[src/hw/dbg_pkg.sv]
package dbg_pkg;

  typedef logic [7:0]  byte_t;  // one spi byte
  typedef logic [15:0] addr_t;  // external bus address

  // command codes as sent by the host
  // gaps in the numbering belong to commands this link does not serve
  typedef enum logic [7:0] {
    get_cookie          = 8'd0,
    bram_poke           = 8'd1,
    bram_peek           = 8'd2,
    set_breakpoint      = 8'd6,
    clear_breakpoint    = 8'd7,
    enable_breakpoints  = 8'd11,
    disable_breakpoints = 8'd12,
    get_version         = 8'd15
  } cmd_code_t;

  // longest parameter list (poke and set_breakpoint)
  localparam int PARAM_COUNT = 3;

  // fixed reply so the host can tell the fpga is alive
  localparam byte_t COOKIE = 8'haf;

  // version reply layout is major in [7:5], minor in [4:0]
  localparam logic [2:0] VERSION_MAJOR = 3'd0;
  localparam logic [4:0] VERSION_MINOR = 5'd3;
  localparam byte_t      VERSION_BYTE  = {VERSION_MAJOR, VERSION_MINOR};

endpackage
[src/hw/spi_byte_link.sv]
module spi_byte_link (
  input  logic           clk,
  input  logic           rst,
  input  logic           spi_cs_n,
  input  logic           spi_sck,
  input  logic           spi_mosi,
  input  dbg_pkg::byte_t reply_byte,
  input  logic           reply_bits_load,
  input  logic           accept_rx,
  output logic           spi_miso,
  output dbg_pkg::byte_t rx_byte,
  output logic           rx_strobe,
  output logic           cs_active,
  output logic           reply_busy
);
  import dbg_pkg::*;

  logic [2:0] sck_sync;  // two sync flops plus one for edge detect
  logic [1:0] cs_sync;
  logic [1:0] mosi_sync;
  logic       sck_rise;
  logic       sck_fall;
  logic [2:0] bit_cnt;   // rx bit position within the byte
  logic [3:0] tx_left;   // falling edges left for the reply, 9 down to 0
  byte_t      tx_shift;

  assign sck_rise  = (sck_sync[2:1] == 2'b01);
  assign sck_fall  = (sck_sync[2:1] == 2'b10);
  assign cs_active = ~cs_sync[1];

  always_ff @(posedge clk) begin
    if (rst) begin
      sck_sync <= '0;
      cs_sync  <= '1; // idle as deselected
    end else begin
      sck_sync <= {sck_sync[1:0], spi_sck};
      cs_sync  <= {cs_sync[0], spi_cs_n};
    end
  end

  always_ff @(posedge clk) begin
    mosi_sync <= {mosi_sync[0], spi_mosi};
    if (cs_active && sck_rise) begin
      rx_byte <= {rx_byte[6:0], mosi_sync[1]}; // msb first
    end
  end

  // bit counter, restarts whenever cs drops out
  always_ff @(posedge clk) begin
    if (rst || !cs_active) begin
      bit_cnt   <= '0;
      rx_strobe <= 1'b0;
    end else begin
      rx_strobe <= sck_rise && accept_rx && (bit_cnt == 3'd7);
      if (sck_rise) begin
        bit_cnt <= bit_cnt + 3'd1;
      end
    end
  end

  // reply shifter
  // first counted falling edge is the tail of the request byte,
  // second one loads the reply, the remaining seven shift it out
  always_ff @(posedge clk) begin
    if (rst || !cs_active) begin
      tx_left <= '0; // pending reply dropped on cs release
    end else if (reply_bits_load) begin
      tx_left <= 4'd9;
    end else if (sck_fall && tx_left != '0) begin
      tx_left <= tx_left - 4'd1;
    end
  end

  always_ff @(posedge clk) begin
    if (rst) begin
      tx_shift <= '0;
    end else if (cs_active && sck_fall && tx_left != '0) begin
      if (tx_left == 4'd8) begin
        tx_shift <= reply_byte;
      end else begin
        tx_shift <= {tx_shift[6:0], 1'b0};
      end
    end
  end

  assign reply_busy = (tx_left != '0);
  assign spi_miso   = cs_active & tx_shift[7]; // low while deselected

endmodule

[config.mk]
export PLATFORM = sky130hd
export DESIGN_NAME = spi_byte_link
export DESIGN_NICKNAME = d
export VERILOG_FILES = /design/src/hw/dbg_pkg.sv /design/src/hw/spi_byte_link.sv
export SDC_FILE = /design/constraint.sdc
export NUM_CORES = 1
export LEC_CHECK = 0
export BUFFER_PORTS_ARGS = -buffer_cell sky130_fd_sc_hd__buf_4
export CAP_MARGIN = 20
export CORE_MARGIN = 2
export CORE_UTILIZATION = 31
export DETAILED_ROUTE_END_ITERATION = 10
export SLEW_MARGIN = 30
export SYNTH_ARGS = -nofsm -noshare
export SYNTH_HDL_FRONTEND = slang
export SYNTH_SLANG_ARGS = --single-unit
export TNS_END_PERCENT = 30
[constraint.sdc]
create_clock -name clk -period 1.6 [get_ports clk]
set_clock_uncertainty 0.1 [all_clocks]
set_input_delay 0.16 -clock clk [delete_from_list [all_inputs] [get_ports clk]]
set_output_delay 0.16 -clock clk [all_outputs]
set_load 0.05 [all_outputs]
==> summary.txt, run 1 <==
Status
  • Outcome: complete, no violations

Floorplanning
  • Height of the die: approximately 70 um
  • Num rows: 23
  • Die area: 4800 um^2
  • Die Width: 69.3 um
  • Core Footprint: 4060 um^2
  • Initial core utilization: 0.326
  • I/O Pins: 27

Yosys
  • Mapped Cells: 116
  • Sequential area share after synthesis: 0.530
  • Distinct cells, synth: 39
  • Async SR Flop Fraction: 0
  • Synth Register Bits: 31
  • Top-area cell type share of the netlist area: 0.348
  • Syn_nets: 135
  • Yosys warns: 0
  • Synthesized area per cell: 11.4 um^2
  • Number of enable flip-flop cells after synthesis: 8
  • Ranking of synthesized cells by area: dfxtp_1 (35%), edfxtp_1 (18%), or4bb_1 (5.1%)
  • Post-Syn Area: 1320 um^2
  • Most used DFF post-synth: dfxtp_1
  • Largest area contributor in the netlist: dfxtp_1

Place
  • GPL Wtd Cong: 0.779
  • Dpl cells: 191
  • Half-perimeter wire length after placement: ~2.0 mm
  • Buffers added on ports: 26

Detailed routing
  • Met3 layer wire length in the routed design: approximately 130 um
  • First-pass iteration count of the detailed router: 4
  • DRC Markers: 0
  • Met1 Routed Length: 1.22 mm
  • Final ANT Viol Nets: 0
  • Initial detailed-routing violation count: 40
  • Via density: 4.95
  • Final wirelength: 2.92 mm
  • Vias after detailed routing: ~1000
  • Routed WL per cell: 14.2 um
  • DR WL met2: 1.47 mm
  • Highest signal layer in the routed design: met4

Run
  • Max-cap violations: 0

GRT
  • Largest net degree at the start of global routing: 16
  • Vias in the first global route: 1024
  • GRT Total Usage: 0.124
  • Initial antenna violation count: 0
  • GRT Residual Overflow: 0
  • First-pass GRT wire length: between 4 and 5 mm

Setup path
  • Critical path arrival: 1610 ps
  • Critical path depth in cells: 6
  • Setup CP Type: register to register
  • R2R setup slack: 40 ps
  • FF-to-FF End: tx_shift[3]$_SDFFE_PP0P_
  • Critical Path, Cell by Cell: inv_2 -> ha_4 -> buf_6 -> or4bb_1 -> o21ai_0 -> a211oi_1
  • Worst Reg-to-Reg Cells: 6
  • CP Launch Type: register
  • Critical Path Fanout Max: 6
  • WP buf/inv: 2
  • R2r startpoint: tx_left[1]$_SDFFE_PP0P_
  • Worst path required time: 1650 ps
  • Worst setup endpoint: tx_shift[3]$_SDFFE_PP0P_
  • Worst setup EP type: register
  • Worst path max stage delay: 460 ps
  • Crit path from: tx_left[1]$_SDFFE_PP0P_
  • Cell family with most CP delay: simple AND/OR/NAND/NOR gates
  • Slowest cell on crit path: or4bb_1

STA
  • Slew headroom: 0.700
  • Final period utilization: 0.976
  • Final hold slack: between 30 and 40 ps
  • RSZ-0062 raised after global routing: true
  • Setup TNS: 0 ps
  • Slew Limit Fails: 0
  • Endpoints failing hold: 0
  • FMAX: 641 MHz
  • Slew @ Worst Pin: 450 ps
  • # setup viols final: 0
  • Final Critical Period: 1560 ps

Clock tree
  • CTS tree: built
  • Clk sink count: 31
  • H-Tree Depth: 2
  • Clock insertion delay at the later pin of the skew report: 270 ps
  • CTS max path bufs: 2
  • Num CTS Buffers: 5
  • Clk pin slew, worst setup/hold paths: about 60 ps
  • Clk Tree Root Cell: clkbuf_8

Cells and area
  • Final Util: 0.439
  • Area grow syn2layout: 34.8%
  • Multi-input gate area: 574 um^2
  • Final std cells w/o fill: 206
  • Diodes inserted: 0
  • Register area: 702 um^2
  • Layout cells sized above 1: 0.385
  • Fill cell count: 381
  • Nets@finish: 175

Pwr
  • Worst VDD drop: between 0.3 and 0.4 mV
  • Power per cell area: 921 nW/um^2
  • Leak pwr: 0.705 nW

Hold path
  • HP Class: input pin to register
  • WHS Path Cells: 3
==> layer usage <==
metal / GRT usage / up-vias
li1: - / 500
met1: 0.149 / 471
met2: 0.191 / 38
met3: 0.0407 / 10
met4: 0.0741 / 0
met5: 0 / -
==> kinds of logic after synthesis <==
| group | count (synthesis) | share of synthesized area |
|---|---|---|
| xor gates and xnor gates | 1 | 0.00663 |
| AOI/OAI and AO/OA | 30 | 0.155 |
| DFF | 31 | 0.530 |
| and+or+nand+nor | 36 | 0.203 |
| muxes | 2 | 0.0152 |
| buffers and inverters | 12 | 0.0521 |
| adders and majority gates | 4 | 0.0379 |
==> power by group <==
part | switching (mW) | internal [mW] | total [mW]
Clock | 0.267 | 0.456 | 0.722
Sequential | 0.00755 | 0.811 | 0.819
Combinational | 0.0464 | 0.0532 | 0.0996
==> cell usage in the layout (no fill, tap or decap), types with 4 or more instances in the layout <==
cell type,instances
a211oi_1,5
a21oi_1,6
buf_4,33
clkbuf_8,5
dfxtp_1,22
dlygate4sd3_1,4
edfxtp_1,8
nor2_1,6
nor2b_1,5
o21ai_0,5
or4bb_1,5
==> registers in the layout, indices dropped and copies added, names as in the netlist <==
register	count
mosi_sync	2
tx_shift	8
rx_strobe	1
rx_byte	8
bit_cnt	3
sck_sync	3
cs_sync	2
tx_left	4
==> per-stage QoR <==
stage | instance area, um^2 | power [mW] | setup WS (ps)
5_1_grt | 1780 | 1.70 | -7.53
6_report | 1780 | 1.64 | 38.8
3_5_place_dp | 1570 | 0.920 | -59.6
2_1_floorplan | 1320 | 0.879 | 33.4
3_3_place_gp | 1570 | 0.918 | -40.3
4_1_cts | 1750 | 1.66 | -3.11
==> what timing repair did <==
action / CTS / global route
setup endpoints to repair: 9 / 8
hold endpoints to repair: 4 / 0
resized for setup: 5 / 7
pin swaps: 1 / 2
hold buffers: 4 / 0
setup buffers: 1 / 3
==> worst min-delay path: cells and delay by family <==
kind / cells / cell delay [ps]
AND/OR/NAND/NOR: 2 / 90
buffers and inverters: 1 / 110
==> cells in the mapped netlist (3+ instances only) <==
cell type,instances
nor2_1,6
nor2b_1,5
a21oi_2,3
a211oi_1,5
nor3_1,3
clkbuf_1,3
ha_1,4
inv_1,4
dfxtp_1,23
o21ai_0,5
or4bb_1,6
edfxtp_1,8
nand2b_1,3
a21oi_1,6
buf_6,3
==> worst min-delay path by stage <==
stage,slack (ps),end,start
global route,20,rx_strobe$_SDFF_PP0_,accept_rx
CTS,20,rx_strobe$_SDFF_PP0_,accept_rx
finish,30,rx_strobe$_SDFF_PP0_,accept_rx
detailed placement,170,mosi_sync[0]$_DFF_P_,spi_mosi
global placement,160,mosi_sync[0]$_DFF_P_,spi_mosi
floorplan,90,mosi_sync[0]$_DFF_P_,spi_mosi
==> cell type report <==
type                    count  area share
flip-flops and latches     31       0.394
repair buffers             40       0.180
clock buffers               6      0.0407
inverters                   5      0.0105
well taps                  50      0.0351
clock inverters             1      0.0169
multi-input cells          73       0.322
No activity file was read; power rests on OpenSTA's default activity.
==> inputs of run 2 (changes only) <==
--- a/config.mk
+++ b/config.mk
@@ -7,9 +7,13 @@
 export LEC_CHECK = 0
 export BUFFER_PORTS_ARGS = -buffer_cell sky130_fd_sc_hd__buf_4
 export CAP_MARGIN = 20
+export CELL_PAD_IN_SITES_DETAIL_PLACEMENT = 1
+export CELL_PAD_IN_SITES_GLOBAL_PLACEMENT = 1
 export CORE_MARGIN = 2
-export CORE_UTILIZATION = 31
+export CORE_UTILIZATION = 37
+export CTS_CLUSTER_DIAMETER = 120
 export DETAILED_ROUTE_END_ITERATION = 10
+export PLACE_DENSITY_LB_ADDON = 0.1
 export SLEW_MARGIN = 30
 export SYNTH_ARGS = -nofsm -noshare
 export SYNTH_HDL_FRONTEND = slang
==> summary.txt, run 2 (synthesis gave the netlist of run 1 again) <==
Pwr
  • Final Total Pwr: 1.36 mW
  • Power per cell area: 764 nW/um^2
  • Leak pwr: 0.706 nW
  • Worst VDD drop: 0.484 mV

Place
  • Buffers added on ports: 26
  • Post-place instance area: 1580 um^2
  • Half-perimeter wire length after placement: 2.05 mm
  • GPL Wtd Cong: around 0.77

GRT
  • Largest net degree at the start of global routing: 16
  • GRT Total Usage: 0.169
  • GRT Residual Overflow: 0
  • First-pass GRT wire length: between 5 and 6 mm
  • Initial antenna violation count: 0
  • Vias in the first global route: 1130

Setup path
  • Slowest cell on crit path: dfxtp_2
  • Critical path arrival: 1360 ps
  • CP Launch Type: register
  • Cell family with most CP delay: flip-flops
  • Critical Path, Cell by Cell: inv_2 -> ha_4 -> nor3b_4 -> inv_4 -> buf_8
  • WP buf/inv: 3
  • Critical Path Fanout Max: 2
  • Worst path required time: 1340 ps
  • Worst path max stage delay: approximately 340 ps
  • Setup CP Type: register to output pin
  • Worst setup EP type: output pin

STA
  • Final Critical Period: 1620 ps
  • # setup viols final: 1
  • FMAX: 619 MHz
  • Endpoints failing hold: 0
  • Final WS setup: -16.4 ps
  • Slew @ Worst Pin: 472 ps
  • Slew Limit Fails: 0
  • Final hold slack: 21.9 ps
  • RSZ-0062 raised after global routing: true
  • Slew headroom: 0.685
  • Final period utilization: 1.01
  • Setup TNS: -16.4 ps

Clock tree
  • Clk Tree Root Cell: clkbuf_4
  • CTS max path bufs: 2
  • Clk pin slew, worst setup/hold paths: 100 ps
  • H-Tree Depth: 2
  • Num CTS Buffers: 5
  • CTS tree: built
  • Clock insertion delay at the later pin of the skew report: between 300 and 400 ps
  • Clk sink count: 31

Cells and area
  • Most frequent cells in the layout: buf_4 (39), dfxtp_1 (20), edfxtp_1 (8)
  • Area grow syn2layout: 34.3%
  • Final Util: 0.523
  • Layout cells sized above 1: 0.399
  • Register area: 704 um^2
  • Post-route cell area: between 1500 and 2000 um^2
  • Diodes inserted: 0
  • Multi-input gate area: 571 um^2
  • Nets@finish: 181
  • Fill cell count: 381
  • Top Registers: rx_byte: 8 flops, tx_shift: 8 flops, tx_left: 4 flops
  • Commonest non-fill, non-tap cell in the layout: buf_4

Floorplanning
  • I/O Pins: 27
  • Height of the die: 63.8 um
  • Die area: 4060 um^2
  • Initial core utilization: 0.390
  • Core Footprint: around 3400 um^2
  • Die Width: 63.8 um
  • Num rows: 21

Detailed routing
  • Final ANT Viol Nets: 0
  • DRC Markers: 0
  • Routed WL per cell: approximately 15 um
  • Initial detailed-routing violation count: 38
  • Final wirelength: roughly 3.1 mm
  • Vias after detailed routing: 1058
  • First-pass iteration count of the detailed router: 4
  • Via density: 5.06

Status
  • Outcome: finished with violations
  • Failing checks: setup timing

Hold path
  • HP Class: input pin to register

Run
  • Max-cap violations: 0
[run 2: cell count changes in the layout (fill, tap and decap cells not counted), sizes merged]
| cell | change |
|---|---|
| buf | +4 |
| clkinvlp | +1 |
| clkbuf | -1 |
| bufinv | -1 |
| dlygate4sd3 | +2 |
| clkinv | +2 |
[run 2: final timing paths]
path / depth (start not counted) / slack [ps] / from / to
worst max-delay path: 5 / -20 / tx_left[0]$_SDFFE_PP0P_ / reply_busy
worst min-delay path: 3 / 20 / reply_byte[0] / tx_shift[0]$_SDFFE_PP0P_
worst max register to register: 6 / 20 / tx_left[0]$_SDFFE_PP0P_ / tx_shift[4]$_SDFFE_PP0P_
worst min register to register: 0 / 250 / mosi_sync[0]$_DFF_P_ / mosi_sync[1]$_DFF_P_
[run 2: final cells by class]
type	count	area share
well taps	46	0.0324
inverters	5	0.0120
multi-input cells	73	0.322
clock buffers	5	0.0212
clock inverters	3	0.00846
flip-flops and latches	31	0.397
repair buffers	46	0.207
[run 2: routing by layer]
layer | vias to the layer above | share of wire | global-route usage
met5 | - | 0 | 0
met4 | 0 | 0.030 | 0.0815
met3 | 10 | 0.036 | 0.0581
met2 | 21 | 0.51 | 0.301
met1 | 512 | 0.42 | 0.176
li1 | 515 | - | -
[run 2: metrics by stage]
stage               setup slack (ps)  cells
floorplan                       33.4    116
global placement               -19.3    188
detailed placement             -87.9    188
CTS                            -1.64    206
global route                   -84.2    209
finish                         -16.4    209
[run 2: repair_timing]
item,in CTS,in global routing
gates cloned,0,0
pin swaps,1,1
hold buffers,5,1
setup buffers,5,2
resized for setup,9,2
endpoints found under the hold margin,5,1
endpoints found under the setup margin,10,10
[run 2: where the power goes]
part	leakage, nW	internal, mW	switching (mW)	total (mW)
combinational	0.419	0.0565	0.0483	0.105
sequential	0.261	0.810	0.00784	0.818
clock	0.0263	0.161	0.272	0.433
[run 2: worst min-delay path: stages]
cell,delay (ps)
buf_4,110
nand4_1,80
o22ai_1,70
