## src/hw/dbg_pkg.sv

```systemverilog
package dbg_pkg;

  typedef logic [7:0]  byte_t;  // one spi byte
  typedef logic [15:0] addr_t;  // external bus address

  // command codes as sent by the host
  // gaps in the numbering belong to commands this link does not serve
  typedef enum logic [7:0] {
    get_cookie          = 8'd0,
    bram_poke           = 8'd1,
    bram_peek           = 8'd2,
    set_breakpoint      = 8'd6,
    clear_breakpoint    = 8'd7,
    enable_breakpoints  = 8'd11,
    disable_breakpoints = 8'd12,
    get_version         = 8'd15
  } cmd_code_t;

  // longest parameter list (poke and set_breakpoint)
  localparam int PARAM_COUNT = 3;

  // fixed reply so the host can tell the fpga is alive
  localparam byte_t COOKIE = 8'haf;

  // version reply layout is major in [7:5], minor in [4:0]
  localparam logic [2:0] VERSION_MAJOR = 3'd0;
  localparam logic [4:0] VERSION_MINOR = 5'd3;
  localparam byte_t      VERSION_BYTE  = {VERSION_MAJOR, VERSION_MINOR};

endpackage
```

## src/hw/cmd_if.sv

```systemverilog
// completed command from the parser to the sinks
interface cmd_if;
  import dbg_pkg::*;

  logic      action;               // one clk per completed command
  cmd_code_t cmd;                  // held until the next command byte
  byte_t     params [PARAM_COUNT]; // params[0] is the first byte after the code

  // parser side
  modport parser (
    output action,
    output cmd,
    output params
  );

  // ram and breakpoint side, each decodes its own codes
  modport sink (
    input action,
    input cmd,
    input params
  );

endinterface

```

## src/hw/breakpoint_unit.sv

```systemverilog
module breakpoint_unit #(
  parameter int NUM_BREAKPOINTS = 8
) (
  input  logic                               clk,
  input  logic                               rst,
  cmd_if.sink                                cmd_bus,
  input  dbg_pkg::addr_t                     bus_addr,
  input  logic                               bus_rd,
  output logic                               bp_hit,
  output logic [$clog2(NUM_BREAKPOINTS)-1:0] bp_index
);
  import dbg_pkg::*;

  localparam int IDX_W = $clog2(NUM_BREAKPOINTS);

  addr_t                      bp_addr [NUM_BREAKPOINTS];
  logic [NUM_BREAKPOINTS-1:0] bp_active;
  logic                       bp_enable;   // global on/off
  byte_t                      slot;
  logic                       rd_s;        // bus inputs, first stage
  logic                       rd_s_d;
  addr_t                      addr_s;
  logic                       rise_q;      // registered rd edge
  addr_t                      addr_q;
  logic [NUM_BREAKPOINTS-1:0] match;
  logic                       match_any;
  logic [IDX_W-1:0]           match_idx;

  assign slot = cmd_bus.params[0]; // out-of-range slots match no entry

  always_ff @(posedge clk) begin
    if (rst) begin
      bp_active <= '0;
      bp_enable <= 1'b0;
    end else if (cmd_bus.action) begin
      case (cmd_bus.cmd)
        set_breakpoint: begin
          for (int i = 0; i < NUM_BREAKPOINTS; i++) begin
            if (slot == i) bp_active[i] <= 1'b1;
          end
        end
        clear_breakpoint: begin
          for (int i = 0; i < NUM_BREAKPOINTS; i++) begin
            if (slot == i) bp_active[i] <= 1'b0;
          end
        end
        enable_breakpoints:  bp_enable <= 1'b1;
        disable_breakpoints: bp_enable <= 1'b0;
        default: ;
      endcase
    end
  end

  // slot address, high byte in params 2
  always_ff @(posedge clk) begin
    if (cmd_bus.action && cmd_bus.cmd == set_breakpoint) begin
      for (int i = 0; i < NUM_BREAKPOINTS; i++) begin
        if (slot == i) bp_addr[i] <= {cmd_bus.params[2], cmd_bus.params[1]};
      end
    end
  end

  // sample, detect edge, then decide hit
  always_ff @(posedge clk) begin
    if (rst) begin
      rd_s   <= 1'b0;
      rd_s_d <= 1'b0;
      rise_q <= 1'b0;
    end else begin
      rd_s   <= bus_rd;
      rd_s_d <= rd_s;
      rise_q <= rd_s & ~rd_s_d; // one clk per read, even if held
    end
  end

  always_ff @(posedge clk) begin
    addr_s <= bus_addr;
    addr_q <= addr_s; // aligned with rise_q
  end

  // parallel compare, lowest slot wins
  always_comb begin
    match_any = 1'b0;
    match_idx = '0;
    for (int i = 0; i < NUM_BREAKPOINTS; i++) begin
      match[i] = bp_active[i] && (bp_addr[i] == addr_q);
    end
    for (int i = NUM_BREAKPOINTS - 1; i >= 0; i--) begin
      if (match[i]) begin
        match_any = 1'b1;
        match_idx = IDX_W'(i);
      end
    end
  end

  always_ff @(posedge clk) begin
    if (rst) begin
      bp_hit   <= 1'b0;
      bp_index <= '0;
    end else begin
      bp_hit <= rise_q && bp_enable && match_any;
      if (rise_q && match_any) begin
        bp_index <= match_idx; // kept until the next hit
      end
    end
  end

endmodule

```

## src/flat_wrapper.sv

```systemverilog
// flat-port wrapper written by rule: the top's interface ports become plain ports
module breakpoint_unit_flat import dbg_pkg::*;
#(
  parameter int NUM_BREAKPOINTS = 8
)
  (clk, rst, bus_addr, bus_rd, bp_hit, bp_index, cmd_bus_action, cmd_bus_cmd, cmd_bus_params);
  cmd_if cmd_bus_i ();
  input  logic clk;
  input  logic rst;
  input  dbg_pkg::addr_t bus_addr;
  input  logic bus_rd;
  output logic bp_hit;
  output logic [$clog2(NUM_BREAKPOINTS)-1:0] bp_index;
  input wire logic [$bits(cmd_bus_i.action)-1:0] cmd_bus_action;
  input wire logic [$bits(cmd_bus_i.cmd)-1:0] cmd_bus_cmd;
  input wire logic [$bits(cmd_bus_i.params)-1:0] cmd_bus_params;
  assign cmd_bus_i.action = cmd_bus_action;
  assign cmd_bus_i.cmd = cmd_bus_cmd;
  assign cmd_bus_i.params = {>>{cmd_bus_params}};
  breakpoint_unit #(.NUM_BREAKPOINTS(NUM_BREAKPOINTS)) u_core (.clk(clk), .rst(rst), .cmd_bus(cmd_bus_i), .bus_addr(bus_addr), .bus_rd(bus_rd), .bp_hit(bp_hit), .bp_index(bp_index));
endmodule
```

## config.mk

```make
export PLATFORM = sky130hd
export DESIGN_NAME = breakpoint_unit_flat
export DESIGN_NICKNAME = d
export VERILOG_FILES = /design/src/hw/dbg_pkg.sv /design/src/hw/cmd_if.sv /design/src/hw/breakpoint_unit.sv /design/src/flat_wrapper.sv
export SDC_FILE = /design/constraint.sdc
export NUM_CORES = 1
export LEC_CHECK = 0
export ABC_AREA = 0
export BUFFER_PORTS_ARGS = -buffer_cell sky130_fd_sc_hd__buf_2
export CORE_ASPECT_RATIO = 1.2
export CORE_MARGIN = 2
export CORE_UTILIZATION = 55
export DETAILED_ROUTE_END_ITERATION = 6
export PLACE_DENSITY = 0.79
export SETUP_SLACK_MARGIN = 0.1
export SLEW_MARGIN = 20
export SYNTH_ARGS = -nofsm -noshare
export SYNTH_HDL_FRONTEND = slang
export SYNTH_SLANG_ARGS = --single-unit
```

## constraint.sdc

```tcl
create_clock -name clk -period 6.9 [get_ports clk]
set_input_delay 0.345 -clock clk [delete_from_list [all_inputs] [get_ports clk]]
set_output_delay 0.345 -clock clk [all_outputs]
set_load 0.1 [all_outputs]
```

==> flow_summary_export.csv, run 1 <==
group,metric,value,unit
hold_path,hp-class,"input port to flip-flop",
detailed_routing,post-route-drc-count,0,
synthesis,synth.avg_cell_area,14.2,um^2
sta,finalHoldViolCount,0,
critical_path,critical_path_required,7.26,ns
critical_path,r2r_setup_slack,4.12,ns
synthesis,synthCells,506,
sta,rsz0062_at_grt,"false",
power_and_ir_drop,pwr-share-comb,4.5,%
detailed_routing,drtIter0Drc,458,
power_and_ir_drop,power_frac_seq,52.4,%
sta,worstMarginPinSlew,0.801,ns
critical_path,reg2reg_from,"u_core.addr_q[2]",
detailed_routing,totalWireLength,19200,um
detailed_routing,drt_first_pass_iters,5,
critical_path,path_cells,"xor2_2 -> or4_1 -> or3_1 -> or4_4 -> a41oi_2 -> o32ai_1 -> a21oi_1",
sta,period_needed,2.78,ns
sta,slew_viol_final,0,
critical_path,ff2ff_path_depth,7,
synthesis,syn_nets,558,
critical_path,criticalPathCategory,"flip-flop to flip-flop",
synthesis,ys.flop_type,"edfxtp_1",
clocking,cts.sinks,176,
critical_path,critical-path-top-delay-family,"simple AND/OR/NAND/NOR gates",
detailed_routing,detail_route.vias_per_cell,5.93,
critical_path,critPathCaptureType,"flip-flop",
critical_path,critPathCapture,"u_core.bp_index[0]",
die,die_height,129,um
critical_path,cpPeakStageDelay,0.66,ns
layout,fill_cells,929,
global_routing,grt_pass1_vias,4355,
synthesis,synth_seq_cells,176,
global_routing,grt_start_max_net_pins,17,
placed_design,place_inst,715,
status,status,"complete, no violations",
synthesis,synth_area_leaders,"edfxtp_1 54%, xor2_1 15%, dfxtp_1 13%, nor4_1 3.2%, xnor2_1 1.3%",
global_routing,grt_usage,29.1,%
critical_path,crit_fanout,8,
detailed_routing,post_drt_wl_per_cell,25.5,um
placed_design,gp_congestion,0.969,
global_routing,grt_pass1_wl,27800,um
layout,area_growth,15.2,%
critical_path,startpoint,"u_core.addr_q[2]",
synthesis,synthArstFlopShare,0,%
synthesis,yosys_warnings,0,
sta,timing.hold.ws,0.0162,ns
power_and_ir_drop,swShare,21.5,%
power_and_ir_drop,ir_drop,187,uV
critical_path,reg2reg_to,"u_core.bp_index[0]",
sta,fmax,0.359,GHz
sta,tns,0,ns
clocking,cts_tree,"done",
synthesis,synth_top_area_share,53.6,%
clocking,cts_made_buffers,17,
die,core-area,12700,um^2
synthesis,ys_seq_area_share,67.0,%
critical_path,worst-path-buf-inv,0,
placed_design,dpl.hpwl,14100,um
power_and_ir_drop,p_leak,2.86,nW
layout,drive_above_1_share,16.7,%
clocking,post_cts_buffers,0,
clocking,path_clk_slew,0.06,ns
global_routing,gr-total-overflow,0,
layout,nNetsFinal,628,
die,initial_utilization,56.6,%
synthesis,syn_area,7170,um^2
clocking,cts_root_buffer,"clkbuf_16",
clocking,h-tree-depth,4,
run,drv_cap,0,
sta,setup_viol,0,
hold_path,min_from,"bus_addr[10]",
power_and_ir_drop,p_sw,0.477,mW
sta,max_slew_margin,46.5,%
die,pin_count,56,
sta,clock_skew,0.0117,ns
clocking,cts_resized,0,
global_routing,antenna_found_initial,1,
synthesis,ys_types,42,
power_and_ir_drop,p_clk_share,43.2,%
die,rows,45,
clocking,ctsHoldBuffers,5,
power_and_ir_drop,power,2.22,mW
power_and_ir_drop,p_per_area,269,nW/um^2
detailed_routing,ant_nets,0,
critical_path,cp.depth,7,
die,chipWidth,108,um
critical_path,arrival,3.15,ns
clocking,cts_max_path_buffers,2,
layout,num_antenna_cells,0,
clocking,worstSkewPairLatency,0.43,ns
placed_design,port-buffer-count,55,
power_and_ir_drop,p_int,1.74,mW
detailed_routing,num_vias,4457,
critical_path,cp_slowest_cell,"dfxtp_1",
synthesis,yosysTopAreaCell,"edfxtp_1",
sta,timing.final.crit_share,40.3,%
critical_path,startpoint_type,"flip-flop",
die,die-area,14000,um^2
synthesis,synth_edf_count,128,
layout,fin_cells,752,
final cells by class:
class | instances | area [um^2] | area share [%]
inverter | 7 | 26.3 | 0.318
tap | 164 | 205 | 2.48
sequential | 176 | 4800 | 58.2
multi-input combinational | 306 | 2240 | 27.1
clock buffer | 21 | 470 | 5.70
timing repair buffer | 68 | 388 | 4.70
clock inverter | 10 | 125 | 1.51
cells in the mapped netlist (all sizes together) (4+ instances only):
cell type / number
a21oi: 7
and3: 5
buf: 16
dfxtp: 48
edfxtp: 128
inv: 7
nand2: 10
nand2b: 7
nand3: 5
nand4: 11
nor2: 15
nor2b: 4
nor3: 19
nor4: 37
nor4b: 6
o21ai: 8
o32ai: 4
or3: 5
or4: 8
xnor2: 11
xor2: 120
power by group through the flow:
stage	combinational [mW]	sequential [mW]	clock (mW)
floorplan	0.0612	1.17	0
global placement	0.0939	1.18	0
detailed placement	0.0943	1.19	0
CTS	0.0972	1.16	0.971
global route	0.105	1.16	1.01
finish	0.0989	1.16	0.959
worst min path at each step:
stage / endpoint / slack, ns / depth (start not counted)
floorplan: u_core.addr_q[0] / 0.31 / 0
global placement: u_core.addr_q[7] / 0.31 / 0
detailed placement: u_core.addr_q[1] / 0.31 / 0
CTS: u_core.addr_s[3] / 0.00006 / 1
global route: u_core.addr_s[14] / 0.005 / 1
finish: u_core.addr_s[10] / 0.02 / 1
sequential cells by signal (all words and copies together) (netlist names):
| name | count |
|---|---|
| u_core.bp_addr | 128 |
| u_core.addr_s | 16 |
| u_core.bp_hit | 1 |
| u_core.bp_active | 8 |
| u_core.rd_s_d | 1 |
| u_core.rd_s | 1 |
| u_core.bp_index | 3 |
| u_core.addr_q | 16 |
| u_core.rise_q | 1 |
| u_core.bp_enable | 1 |
logic make-up after synthesis:
family                    count (synthesis)  synth area share (%)
DFF                                     176                  67.0
AOI/OAI and AO/OA                        29                  2.76
and+or+nand+nor                         144                  12.0
muxes                                     2                 0.279
xor gates and xnor gates                131                  16.1
buffers and inverters                    24                  1.92
metrics by stage:
| stage | utilization (%) | setup WS, ns | instance area [um^2] |
|---|---|---|---|
| 6_report | 65.2 | 4.12 | 8260 |
| 2_1_floorplan | - | 4.14 | 7170 |
| 4_1_cts | 65.1 | 4.16 | 8250 |
| 3_5_place_dp | 60.0 | 4.20 | 7600 |
| 3_3_place_gp | 60.0 | 4.20 | 7600 |
| 5_1_grt | 65.2 | 4.02 | 8260 |
routing by layer:
metal / vias to the layer above / GRT usage, % / share of wire [%]
li1: 2004 / - / -
met1: 2211 / 37.2 / 41
met2: 212 / 48.9 / 50
met3: 30 / 5.73 / 6.2
met4: 0 / 11.8 / 2.8
met5: - / 0 / 0
placed cells by master (no fill, tap or decap), drive strengths merged, types with 6 or more instances in the layout:
master / instances
a21oi: 7
buf: 62
clkbuf: 21
dfxtp: 48
dlygate4sd3: 6
edfxtp: 128
inv: 11
nand2: 10
nand2b: 7
nand4: 11
nor2: 15
nor3: 19
nor4: 37
nor4b: 6
o21ai: 8
or4: 8
xnor2: 11
xor2: 120
(Power assumes the default switching activity.)
==> run 2, diff against run 1 <==
==> constraint.sdc (replaced) <==
create_clock -name clk -period 2.7 [get_ports clk]
set_input_delay 0.135 -clock clk [delete_from_list [all_inputs] [get_ports clk]]
set_output_delay 0.135 -clock clk [all_outputs]
set_load 0.1 [all_outputs]
==> flow_summary_export.csv, run 2 (same netlist as run 1, synthesis figures left out) <==
group,metric,value,unit
status,status,"complete, no violations",
sta,timing.final.crit_share,91.4,%
detailed_routing,ant_nets,0,
critical_path,critPathCaptureType,"flip-flop",
run,drv_cap,0,
layout,largest_reg_flops,128,
placed_design,port-buffer-count,55,
clocking,cts_root_buffer,"clkbuf_16",
critical_path,crit_fanout,2,
sta,setup_ws,0.231,ns
global_routing,grt_pass1_vias,4436,
placed_design,gp_congestion,0.978,
detailed_routing,detail_route.vias_per_cell,5.69,
detailed_routing,totalWireLength,19600,um
critical_path,startpoint_type,"flip-flop",
layout,multi_input_area,2250,um^2
power_and_ir_drop,p_per_area,655,nW/um^2
global_routing,grt_pass1_wl,28100,um
layout,fill_cells,910,
placed_design,place_ws,0.203,ns
hold_path,min_from,"cmd_bus_params[11]",
sta,worstMarginPinSlew,0.570,ns
global_routing,grt_start_max_net_pins,18,
hold_path,hp-class,"input port to flip-flop",
clocking,cts_max_path_buffers,2,
layout,nNetsFinal,675,
power_and_ir_drop,ir_drop,516,uV
critical_path,criticalPathCategory,"flip-flop to flip-flop",
detailed_routing,post-route-drc-count,0,
detailed_routing,drtIter0Drc,405,
clocking,post_cts_buffers,0,
sta,clock_skew,0.00742,ns
die,core-area,12700,um^2
layout,reg_top3,"u_core.bp_addr x128, u_core.addr_q x16, u_core.addr_s x16",
detailed_routing,drt_first_pass_iters,5,
placed_design,dpl.hpwl,14400,um
global_routing,gr-total-overflow,0,
layout,largest-register,"u_core.bp_addr",
layout,num_antenna_cells,0,
die,chipWidth,108,um
layout,final_common_cell,"edfxtp_1",
clocking,cts_made_buffers,17,
sta,period_needed,2.47,ns
clocking,path_clk_slew,0.07,ns
detailed_routing,post_drt_wl_per_cell,24.5,um
die,initial_utilization,56.6,%
sta,tns,0,ns
critical_path,critical_path_required,3.06,ns
die,die_height,129,um
clocking,h-tree-depth,4,
clocking,cts_tree,"done",
sta,rsz0062_at_grt,"false",
sta,slew_viol_final,0,
layout,layout_common_cells,"128 x edfxtp_1, 119 x xor2_1, 55 x buf_2",
power_and_ir_drop,p_leak,3.07,nW
detailed_routing,num_vias,4555,
sta,max_slew_margin,61.9,%
layout,drive_above_1_share,19.7,%
die,pin_count,56,
critical_path,startpoint,"u_core.bp_addr[0][50]",
global_routing,grt_usage,29.7,%
layout,regArea,4810,um^2
die,die-area,14000,um^2
layout,area_growth,20.9,%
critical_path,reg2reg_from,"u_core.bp_addr[0][50]",
sta,fmax,0.405,GHz
clocking,cts.sinks,176,
global_routing,antenna_found_initial,0,
critical_path,arrival,2.83,ns
sta,setup_viol,0,
die,rows,45,
clocking,worstSkewPairLatency,0.43,ns
sta,finalHoldViolCount,0,
-- run 2: cell count changes in the layout (fill, tap and decap cells not counted), sizes merged --
cell / previous run / this run
clkbuf: 21 / 20
buf: 62 / 84
dlygate4sd3: 6 / 31
inv: 11 / 14
clkinv: 4 / 3
clkinvlp: 0 / 1
bufinv: 2 / 1
-- run 2: final timing paths --
check,cells past startpoint,slack (ns),end
worst max-delay path,7,0.23,u_core.bp_index[0]
worst min-delay path,1,0.02,u_core.bp_addr[1][3]
worst max register to register,7,0.23,u_core.bp_index[0]
worst min register to register,0,0.33,u_core.addr_q[4]
-- run 2: metal layers --
metal	track usage (%)	up-vias	part of all wire (%)
li1	-	2106	-
met1	38.0	2189	41
met2	49.4	218	49
met3	5.13	42	5.9
met4	14.3	0	4.3
met5	0	-	0
-- run 2: repair_timing --
action,4_1_cts,5_1_grt
endpoints found under the setup margin,0,1
resized for setup,0,4
hold buffers,31,0
hold endpoints to repair,115,0
-- run 2: power breakdown --
| group | internal (mW) | switching (mW) |
|---|---|---|
| clock | 1.35 | 1.06 |
| combinational | 0.134 | 0.195 |
| sequential | 2.92 | 0.0246 |
-- run 2: stage by stage --
step           instances  utilization, %  hold WS [ns]  power (mW)  instance area (um^2)
6_report             800            68.5        0.0166        5.68                  8670
5_1_grt              800            68.5        0.0264        5.83                  8670
4_1_cts              800            68.4        0.0100        5.70                  8660
3_5_place_dp         737            61.3         0.239        3.30                  7770
3_3_place_gp         737            61.3         0.237        3.29                  7770
2_1_floorplan        506               -         0.163        3.14                  7170
-- run 2: layout make-up --
class,instances,area share (%)
timing repair buffer,115,9.26
tap,164,2.37
sequential,176,55.4
inverter,7,0.303
multi-input combinational,306,26.0
clock inverter,12,1.41
clock buffer,20,5.28
-- run 2: worst max-delay path: stages, from the launching register on --
cell	delay (ns)
edfxtp_1	0.41
xor2_2	0.21
or4_1	0.52
or3_1	0.33
or4_4	0.43
a41oi_2	0.20
o32ai_1	0.14
a21oi_1	0.16
