==> config.mk <==
export PLATFORM = sky130hd
export DESIGN_NAME = cmd_parser_flat
export DESIGN_NICKNAME = d
export VERILOG_FILES = /design/src/hw/dbg_pkg.sv /design/src/hw/cmd_if.sv /design/src/hw/cmd_parser.sv /design/src/flat_wrapper.sv
export SDC_FILE = /design/constraint.sdc
export NUM_CORES = 1
export LEC_CHECK = 0
export ABC_CLOCK_PERIOD_IN_PS = 2900
export BUFFER_PORTS_ARGS = -buffer_cell sky130_fd_sc_hd__buf_2
export CORE_MARGIN = 5
export CORE_UTILIZATION = 45
export CTS_CLUSTER_SIZE = 16
export DETAILED_ROUTE_END_ITERATION = 8
export GPL_TIMING_DRIVEN = 0
export PLACE_DENSITY = 0.79
export SETUP_SLACK_MARGIN = 0.05
export SYNTH_ARGS = -nofsm -noshare
export SYNTH_HDL_FRONTEND = slang
export SYNTH_SLANG_ARGS = --single-unit
==> constraint.sdc <==
create_clock -name clk -period 2.9 [get_ports clk]
set_input_delay 0.29 -clock clk [delete_from_list [all_inputs] [get_ports clk]]
set_output_delay 0.29 -clock clk [all_outputs]
set_load 0.05 [all_outputs]
==> src/hw/dbg_pkg.sv <==
package dbg_pkg;

  typedef logic [7:0]  byte_t;  // one spi byte
  typedef logic [15:0] addr_t;  // external bus address

  // command codes as sent by the host
  // gaps in the numbering belong to commands this link does not serve
  typedef enum logic [7:0] {
    get_cookie          = 8'd0,
    bram_poke           = 8'd1,
    bram_peek           = 8'd2,
    set_breakpoint      = 8'd6,
    clear_breakpoint    = 8'd7,
    enable_breakpoints  = 8'd11,
    disable_breakpoints = 8'd12,
    get_version         = 8'd15
  } cmd_code_t;

  // longest parameter list (poke and set_breakpoint)
  localparam int PARAM_COUNT = 3;

  // fixed reply so the host can tell the fpga is alive
  localparam byte_t COOKIE = 8'haf;

  // version reply layout is major in [7:5], minor in [4:0]
  localparam logic [2:0] VERSION_MAJOR = 3'd0;
  localparam logic [4:0] VERSION_MINOR = 5'd3;
  localparam byte_t      VERSION_BYTE  = {VERSION_MAJOR, VERSION_MINOR};

endpackage
==> src/hw/cmd_if.sv <==
// completed command from the parser to the sinks
interface cmd_if;
  import dbg_pkg::*;

  logic      action;               // one clk per completed command
  cmd_code_t cmd;                  // held until the next command byte
  byte_t     params [PARAM_COUNT]; // params[0] is the first byte after the code

  // parser side
  modport parser (
    output action,
    output cmd,
    output params
  );

  // ram and breakpoint side, each decodes its own codes
  modport sink (
    input action,
    input cmd,
    input params
  );

endinterface

==> src/hw/cmd_parser.sv <==
module cmd_parser (
  input  logic           clk,
  input  logic           rst,
  input  dbg_pkg::byte_t rx_byte,
  input  logic           rx_strobe,
  input  logic           cs_active,
  input  logic           reply_busy,
  input  dbg_pkg::byte_t rd_data,
  input  logic           rd_valid,
  output logic           accept_rx,
  output dbg_pkg::byte_t reply_byte,
  output logic           reply_bits_load,
  cmd_if.parser          cmd_bus
);
  import dbg_pkg::*;

  localparam int CNT_W = $clog2(PARAM_COUNT + 1);
  localparam int IDX_W = $clog2(PARAM_COUNT);

  typedef enum logic {
    st_idle,
    st_read_params
  } state_t;

  state_t           state;
  logic [CNT_W-1:0] remaining;  // parameter bytes still to come
  logic [IDX_W-1:0] idx;        // next params slot
  logic [CNT_W-1:0] n_params;
  logic             known;
  logic             cmd_start;  // code byte of a supported command
  logic             param_take;
  logic             instant_reply;

  // parameter count per code, unknown codes fall through
  always_comb begin
    known    = 1'b1;
    n_params = '0;
    case (rx_byte)
      get_cookie, get_version,
      enable_breakpoints, disable_breakpoints: n_params = CNT_W'(0);
      bram_poke, set_breakpoint:               n_params = CNT_W'(3);
      bram_peek:                               n_params = CNT_W'(2);
      clear_breakpoint:                        n_params = CNT_W'(1);
      default:                                 known    = 1'b0;
    endcase
  end

  assign cmd_start     = cs_active && rx_strobe && (state == st_idle) && known;
  assign param_take    = cs_active && rx_strobe && (state == st_read_params);
  assign instant_reply = (rx_byte == get_cookie) || (rx_byte == get_version);

  // hold off new bytes while a reply is still going out
  assign accept_rx = !((state == st_idle) && reply_busy);

  always_ff @(posedge clk) begin
    if (rst) begin
      state           <= st_idle;
      remaining       <= '0;
      idx             <= '0;
      cmd_bus.action  <= 1'b0;
      reply_bits_load <= 1'b0;
    end else begin
      cmd_bus.action  <= 1'b0;
      reply_bits_load <= rd_valid; // peek data is back
      if (!cs_active) begin
        state <= st_idle; // aborted message
      end else if (cmd_start) begin
        idx       <= '0;
        remaining <= n_params;
        if (n_params == '0) begin
          cmd_bus.action  <= 1'b1;
          reply_bits_load <= instant_reply;
        end else begin
          state <= st_read_params;
        end
      end else if (param_take) begin
        idx       <= idx + IDX_W'(1);
        remaining <= remaining - CNT_W'(1);
        if (remaining == CNT_W'(1)) begin
          cmd_bus.action <= 1'b1; // last parameter in
          state          <= st_idle;
        end
      end
    end
  end

  // command, parameters and reply byte
  always_ff @(posedge clk) begin
    if (cmd_start) begin
      cmd_bus.cmd <= cmd_code_t'(rx_byte);
    end
    if (param_take) begin
      cmd_bus.params[idx] <= rx_byte;
    end
    if (cmd_start && rx_byte == get_cookie) begin
      reply_byte <= COOKIE;
    end else if (cmd_start && rx_byte == get_version) begin
      reply_byte <= VERSION_BYTE;
    end else if (rd_valid) begin
      reply_byte <= rd_data;
    end
  end

endmodule

==> src/flat_wrapper.sv <==
// flat-port wrapper written by rule: the top's interface ports become plain ports
module cmd_parser_flat import dbg_pkg::*;
  (clk, rst, rx_byte, rx_strobe, cs_active, reply_busy, rd_data, rd_valid, accept_rx, reply_byte, reply_bits_load, cmd_bus_action, cmd_bus_cmd, cmd_bus_params);
  cmd_if cmd_bus_i ();
  input  logic clk;
  input  logic rst;
  input  dbg_pkg::byte_t rx_byte;
  input  logic rx_strobe;
  input  logic cs_active;
  input  logic reply_busy;
  input  dbg_pkg::byte_t rd_data;
  input  logic rd_valid;
  output logic accept_rx;
  output dbg_pkg::byte_t reply_byte;
  output logic reply_bits_load;
  output wire logic [$bits(cmd_bus_i.action)-1:0] cmd_bus_action;
  output wire logic [$bits(cmd_bus_i.cmd)-1:0] cmd_bus_cmd;
  output wire logic [$bits(cmd_bus_i.params)-1:0] cmd_bus_params;
  assign cmd_bus_action = cmd_bus_i.action;
  assign cmd_bus_cmd = cmd_bus_i.cmd;
  assign cmd_bus_params = {>>{cmd_bus_i.params}};
  cmd_parser u_core (.clk(clk), .rst(rst), .rx_byte(rx_byte), .rx_strobe(rx_strobe), .cs_active(cs_active), .reply_busy(reply_busy), .rd_data(rd_data), .rd_valid(rd_valid), .accept_rx(accept_rx), .reply_byte(reply_byte), .reply_bits_load(reply_bits_load), .cmd_bus(cmd_bus_i));
endmodule
==> flow_summary.ini, run 1 <==
[floorplan]
die_area_um2 = 5410
die_h_um = 73.5
start_util_pct = 45.7
pin_count = 65
core_um2 = 3970
row_count = 23
fp.dieW_um = 73.5

[sta]
worst_clock_skew_ns = 0.00366
setup_violations = 0
timing.hold.ws_ns = 0.211
worstMarginPinSlew_ns = 0.889
hold_violations = 0
min_period_ns = 2.31
slew_viol_final = 0
max_slew_margin_pct = 40.4
finalCritPeriodShare_pct = 79.7
max_freq_mhz = 433
rsz0062_at_grt = no

[setup_path]
worstPathMaxFanout = 10
cp_data_arrival_time_ns = 2.23
cp_cell_sequence = buf_2 > or4_4 > or3_1 > clkbuf_2 > nor3_2
path_class = in -> reg
rr_worst_depth = 3
cpLargestDelayFamily = simple AND/OR/NAND/NOR gates
cp.required_ns = 2.82
rrSetupSlack_ns = 0.87
worst-path-buf-inv = 2
critPathSlowestCell = nor3_2
crit_path_end_kind = register
reg2reg_to = u_core.cmd_bus.cmd[5]$_DFFE_PP_
crit_path_start_kind = primary input
worst_r2r_startpoint = u_core.state$_SDFFE_PP0P_
slowest_delay_ns = 0.73

[synth]
synthCells = 134
synth_edf_count = 32
post_synth_num_cell_types = 34
synth_compound_gate_area_share_pct = 7.16
synth_area_um2 = 1820
synthFlopType = edfxtp_1
synth_warnings = 0
synth_fp_nets = 160
synth_xor_area_share_pct = 1.45
seq_area_frac_synth_pct = 69.4
postSynth.asyncResetShare_pct = 0
avgSynthCellArea_um2 = 13.6
synth_fa_ha_area_share_pct = 2.75
synthSimpleGateAreaFrac_pct = 11.9
synth_top_family_by_area = simple AND/OR/NAND/NOR gates
synth-seq-cells = 47
synth_mux_area_share_pct = 4.96

[cts]
cts_buffers = 5
clk_pin_slew_ns = 0.08
cts_hold_buf = 0
cts_setup_buffers = 0
clk_latency_ns = 0.29
root_buffer = clkbuf_8
clock_path_buffers = 2
cts-resized-gates = 0
htreeDepth = 2
tritoncts = built
clock_sinks = 47

[routing]
wl_per_cell_um = 14.2
first_pass_iters = 4
drtIter0Drc = 41
vias_per_cell = 5.02
drtAntennaViolNets = 0
vias = 1280
drc = 0
finalWirelength_um = 3620

[grt]
grt_pass1_wl_um = 5720
grt_overflow_total = 0
grt_usage_pct = 14.0
antenna_found_initial = 0
grt_max_degree = 14
grt_pass1_vias = 1238

[placed_design]
io_buffers = 63
gp_congestion = 0.761
hpwl_um = 2740

[hold_path]
worstHoldPathType = in -> reg
min_to = u_core.reply_byte[0]$_SDFFE_PP1P_
hold_depth = 3
hp-start = rd_data[0]

[power]
p_per_area_nw_per_um2 = 539
max-vdd-ir-drop_mv = 0.300
leakage_nw = 0.906
p_total_mw = 1.23

[finish]
areaGrowthSynthToFinish_pct = 25.6
fillers = 338
final_layout_size_suffix_gt1_share_pct = 36.1
diodes = 0
nets = 230

[job]
drv_cap = 0

[outcome]
status = finished clean
how the worst max path moves through the flow:
stage,start,to,cells past startpoint
3_5_place_dp,rx_byte[5],u_core.cmd_bus.cmd[3]$_DFFE_PP_,5
6_report,rx_byte[5],u_core.cmd_bus.cmd[5]$_DFFE_PP_,5
4_1_cts,rx_byte[5],u_core.cmd_bus.cmd[5]$_DFFE_PP_,5
3_3_place_gp,rx_byte[5],u_core.cmd_bus.cmd[0]$_DFFE_PP_,5
2_1_floorplan,rx_byte[5],u_core.cmd_bus.cmd[0]$_DFFE_PP_,4
5_1_grt,rx_byte[5],u_core.cmd_bus.cmd[3]$_DFFE_PP_,5
metrics by stage:
stage / worst slack [ns] / area, µm² / instances / util (%) / setup TNS (ns)
6_report: 0.589 / 2280 / 255 / 57.4 / 0
5_1_grt: 0.543 / 2280 / 255 / 57.4 / 0
4_1_cts: 0.102 / 2280 / 255 / 57.3 / 0
3_5_place_dp: -0.215 / 2190 / 247 / 55.3 / -2.11
3_3_place_gp: -0.0930 / 2190 / 247 / 55.3 / -0.823
2_1_floorplan: 0.468 / 1820 / 134 / - / 0
placed cells by master, fill, tap and decap left out, types with 2 or more instances in the layout:
cell type | netlist | final
a211oi_1 | 2 | 2
a21oi_1 | 5 | 5
and2_1 | 4 | 4
buf_2 | 0 | 63
clkbuf_1 | 5 | 7
clkbuf_8 | 0 | 5
dfxtp_1 | 15 | 15
edfxtp_1 | 32 | 32
ha_1 | 4 | 4
inv_1 | 4 | 4
mux2i_1 | 9 | 9
nand2_1 | 10 | 10
nand2b_1 | 4 | 4
nand3_1 | 2 | 2
nor2_1 | 6 | 6
nor3_1 | 4 | 3
o21ai_0 | 5 | 5
o311ai_0 | 2 | 2
o31a_1 | 2 | 2
or3b_2 | 2 | 2
xnor2_1 | 2 | 2
logic make-up after synthesis:
logic type | Yosys count
AOI/OAI and AO/OA | 20
xor gates and xnor gates | 3
adders and majority gates | 4
buffers and inverters | 11
DFF | 47
muxes | 9
and+or+nand+nor | 40
synth_stat cells, types with 4 or more instances:
| cell type | number | area, µm² |
|---|---|---|
| mux2i_1 | 9 | 90.1 |
| o21ai_0 | 5 | 25.0 |
| nor2_1 | 6 | 22.5 |
| a21oi_1 | 5 | 25.0 |
| nand2b_1 | 4 | 25.0 |
| inv_1 | 4 | 15.0 |
| and2_1 | 4 | 25.0 |
| edfxtp_1 | 32 | 961 |
| nor3_1 | 4 | 20.0 |
| dfxtp_1 | 15 | 300 |
| clkbuf_1 | 5 | 18.8 |
| nand2_1 | 10 | 37.5 |
| ha_1 | 4 | 50.1 |
worst reg2reg max path, delay by kind of cell, from the launching register on:
| family | cells | cell delay [ns] |
|---|---|---|
| AND/OR/NAND/NOR | 2 | 1.11 |
| flip-flops | 1 | 0.37 |
| buffers and inverters | 1 | 0.17 |
cell type report:
cell class	count	area [µm²]	area share (%)
clock buffer	7	76.3	3.35
inverter	4	15.0	0.658
buffer	7	27.5	1.21
timing repair buffer	63	315	13.8
multi-input combinational	76	518	22.7
clock inverter	1	5.00	0.219
tap	50	62.6	2.74
sequential	47	1260	55.3
state kept, by name (all words and copies together), names as in the netlist:
signal	cells
u_core.cmd_bus.params	24
u_core.cmd_bus.cmd	8
u_core.reply_byte	8
u_core.idx	2
u_core.remaining	2
u_core.cmd_bus.action	1
u_core.reply_bits_load	1
u_core.state	1
metal layers:
layer	up-vias	part of all wire, %	GRT usage [%]
met3	4	13	6.43
met5	-	0	0
met4	0	1.1	4.23
met2	70	43	22.8
met1	577	43	16.5
li1	629	-	-
power by group:
part	switching [mW]	total (mW)	internal (mW)
Combinational	0.0915	0.129	0.0378
Sequential	0.00702	0.735	0.728
Clock	0.196	0.364	0.168
Note: power is estimated with default switching activity, not from simulation.
==> run 2, diff against run 1 <==
Settings changed: ABC_CLOCK_PERIOD_IN_PS 2900 to 2100, CORE_UTILIZATION 45 to 44, PLACE_DENSITY 0.79 to 0.81.
Clock period 2.9 ns to 2.1 ns, I/O delays scaled along.
==> run 2 against run 1 <==
Effect of this change: clock skew increased by 0.0053 ns; critical path depth increased by 1; largest cell class unchanged; critical endpoint is now u_core.cmd_bus.cmd[2]$_DFFE_PP_; clock power increased by 78%.
==> flow_summary.ini, run 2 (synthesized netlist as in run 1, its figures left out) <==
[sta]
max_freq_mhz = 542
hold_violations = 0
rsz0062_at_grt = no
slew_viol_final = 0
setup_slack_ns = 0.254
min_period_ns = 1.85
worstMarginPinSlew_ns = 0.668
setup_violations = 0
finalCritPeriodShare_pct = 87.9
max_slew_margin_pct = 55.1
worst_clock_skew_ns = 0.00897

[setup_path]
rrSetupSlack_ns = 0.39
critPathSlowestCell = or4_4
cp_cell_sequence = buf_2 > or4_4 > or3_1 > clkbuf_2 > nor3_4 > buf_12
worstPathMaxFanout = 10
rr_worst_depth = 3
crit_path_end = u_core.cmd_bus.cmd[2]$_DFFE_PP_
reg2reg_to = u_core.cmd_bus.params[10]$_DFFE_PP_
worstSetupStartpoint = rx_byte[5]
worst_r2r_startpoint = u_core.state$_SDFFE_PP0P_
crit_path_start_kind = primary input
path_class = in -> reg
slowest_delay_ns = 0.56
cp_data_arrival_time_ns = 1.86
cp.required_ns = 2.11
crit_path_end_kind = register

[floorplan]
die_h_um = 74.3
pin_count = 65
fp.dieW_um = 74.3
die_area_um2 = 5510
row_count = 23
core_um2 = 4000
start_util_pct = 45.4

[finish]
nets = 231
largest_reg_flops = 24
top_register = u_core.cmd_bus.params
diodes = 0
reg_top3 = u_core.cmd_bus.params x24, u_core.cmd_bus.cmd x8, u_core.reply_byte x8
fillers = 334
instances_no_fill = 256
final_common_cell = buf_2
final_layout_size_suffix_gt1_share_pct = 37.4
areaGrowthSynthToFinish_pct = 28.7
mostFrequentLayoutCells = 63 x buf_2, 32 x edfxtp_1, 15 x dfxtp_1

[cts]
cts-resized-gates = 0
tritoncts = built
htreeDepth = 2
cts_buffers = 5
clock_sinks = 47
clk_latency_ns = 0.30
root_buffer = clkbuf_8
clock_path_buffers = 2
clk_pin_slew_ns = 0.09

[power]
p_comb_share_pct = 9.8
p_total_mw = 1.84
leakage_nw = 0.935
p_per_area_nw_per_um2 = 788
power.switching_uw = 431
max-vdd-ir-drop_mv = 0.501
pwr-share-seq_pct = 55.0
power.internal_mw = 1.41
clockPowerShare_pct = 35.2
p_sw_share_pct = 23.4

[routing]
vias_per_cell = 5.14
first_pass_iters = 4
drc = 0
drtIter0Drc = 78
drtAntennaViolNets = 0
wl_per_cell_um = 14.7
vias = 1315
finalWirelength_um = 3770

[placed_design]
preCtsSetupSlack_ns = -0.240
dp.cells = 247
io_buffers = 63
hpwl_um = 2930
gp_congestion = 0.789

[grt]
grt_pass1_vias = 1274
grt_overflow_total = 0
grt_pass1_wl_um = 5900
antenna_found_initial = 0
grt_usage_pct = 14.1
grt_max_degree = 16

[job]
drv_cap = 0

[hold_path]
worstHoldPathType = in -> reg

[outcome]
status = finished clean
[run 2: worst min path at each step]
stage | cells past startpoint | from | to | slack (ns)
after floorplan | 1 | rst | u_core.idx[0]$_SDFFE_PP0P_ | 0.28
after global placement | 3 | rd_data[1] | u_core.reply_byte[1]$_SDFFE_PP1P_ | 0.42
after detailed placement | 3 | rd_data[1] | u_core.reply_byte[1]$_SDFFE_PP1P_ | 0.44
after CTS | 3 | rd_data[1] | u_core.reply_byte[1]$_SDFFE_PP1P_ | 0.12
after global routing | 1 | rx_byte[6] | u_core.cmd_bus.cmd[6]$_DFFE_PP_ | 0.14
final | 3 | rd_data[0] | u_core.reply_byte[0]$_SDFFE_PP1P_ | 0.13
[run 2: stage by stage]
stage               util [%]  instance area [µm²]  hold slack (ns)  TNS [ns]
floorplan                  -                 1830            0.279         0
global placement        55.1                 2210            0.423     -1.63
detailed placement      55.1                 2210            0.436     -2.24
CTS                     58.0                 2320            0.123         0
global route            58.5                 2340            0.135         0
finish                  58.5                 2340            0.128         0
[run 2: final cells by class]
class,instances,area [µm²],area share [%]
plain buffers,7,27.5,1.18
clock buffers,5,68.8,2.94
clock inverters,3,43.8,1.87
inverters,4,15.0,0.642
multi-input cells,76,524,22.4
flip-flops and latches,47,1260,53.9
well taps,50,62.6,2.68
repair buffers,64,335,14.3
[run 2: worst max-delay path, delay by kind of cell]
| kind | cells | cell delay (ns) |
|---|---|---|
| and+or+nand+nor | 3 | 1.16 |
| buffers and inverters | 3 | 0.48 |
[run 2: per-layer routing]
| layer | routed length (µm) | track usage (%) | part of all wire [%] | up-vias |
|---|---|---|---|---|
| met5 | 0 | 0 | 0 | - |
| met4 | 42 | 4.74 | 1.1 | 0 |
| met3 | 398 | 4.19 | 11 | 5 |
| met2 | 1770 | 24.2 | 47 | 57 |
| met1 | 1560 | 17.1 | 41 | 622 |
| li1 | - | - | - | 631 |
[run 2: power groups by stage]
stage / clock network (mW) / logic [mW] / registers [mW]
global route: 0.705 / 0.195 / 1.02
finish: 0.649 / 0.180 / 1.01
detailed placement: 0 / 0.181 / 1.03
CTS: 0.659 / 0.181 / 1.01
floorplan: 0 / 0.0559 / 1.10
global placement: 0 / 0.177 / 1.03
[run 2: repair_timing]
item | 4_1_cts | 5_1_grt
hold buffers | 0 | 0
setup endpoints to repair | 0 | 8
setup buffers | 0 | 1
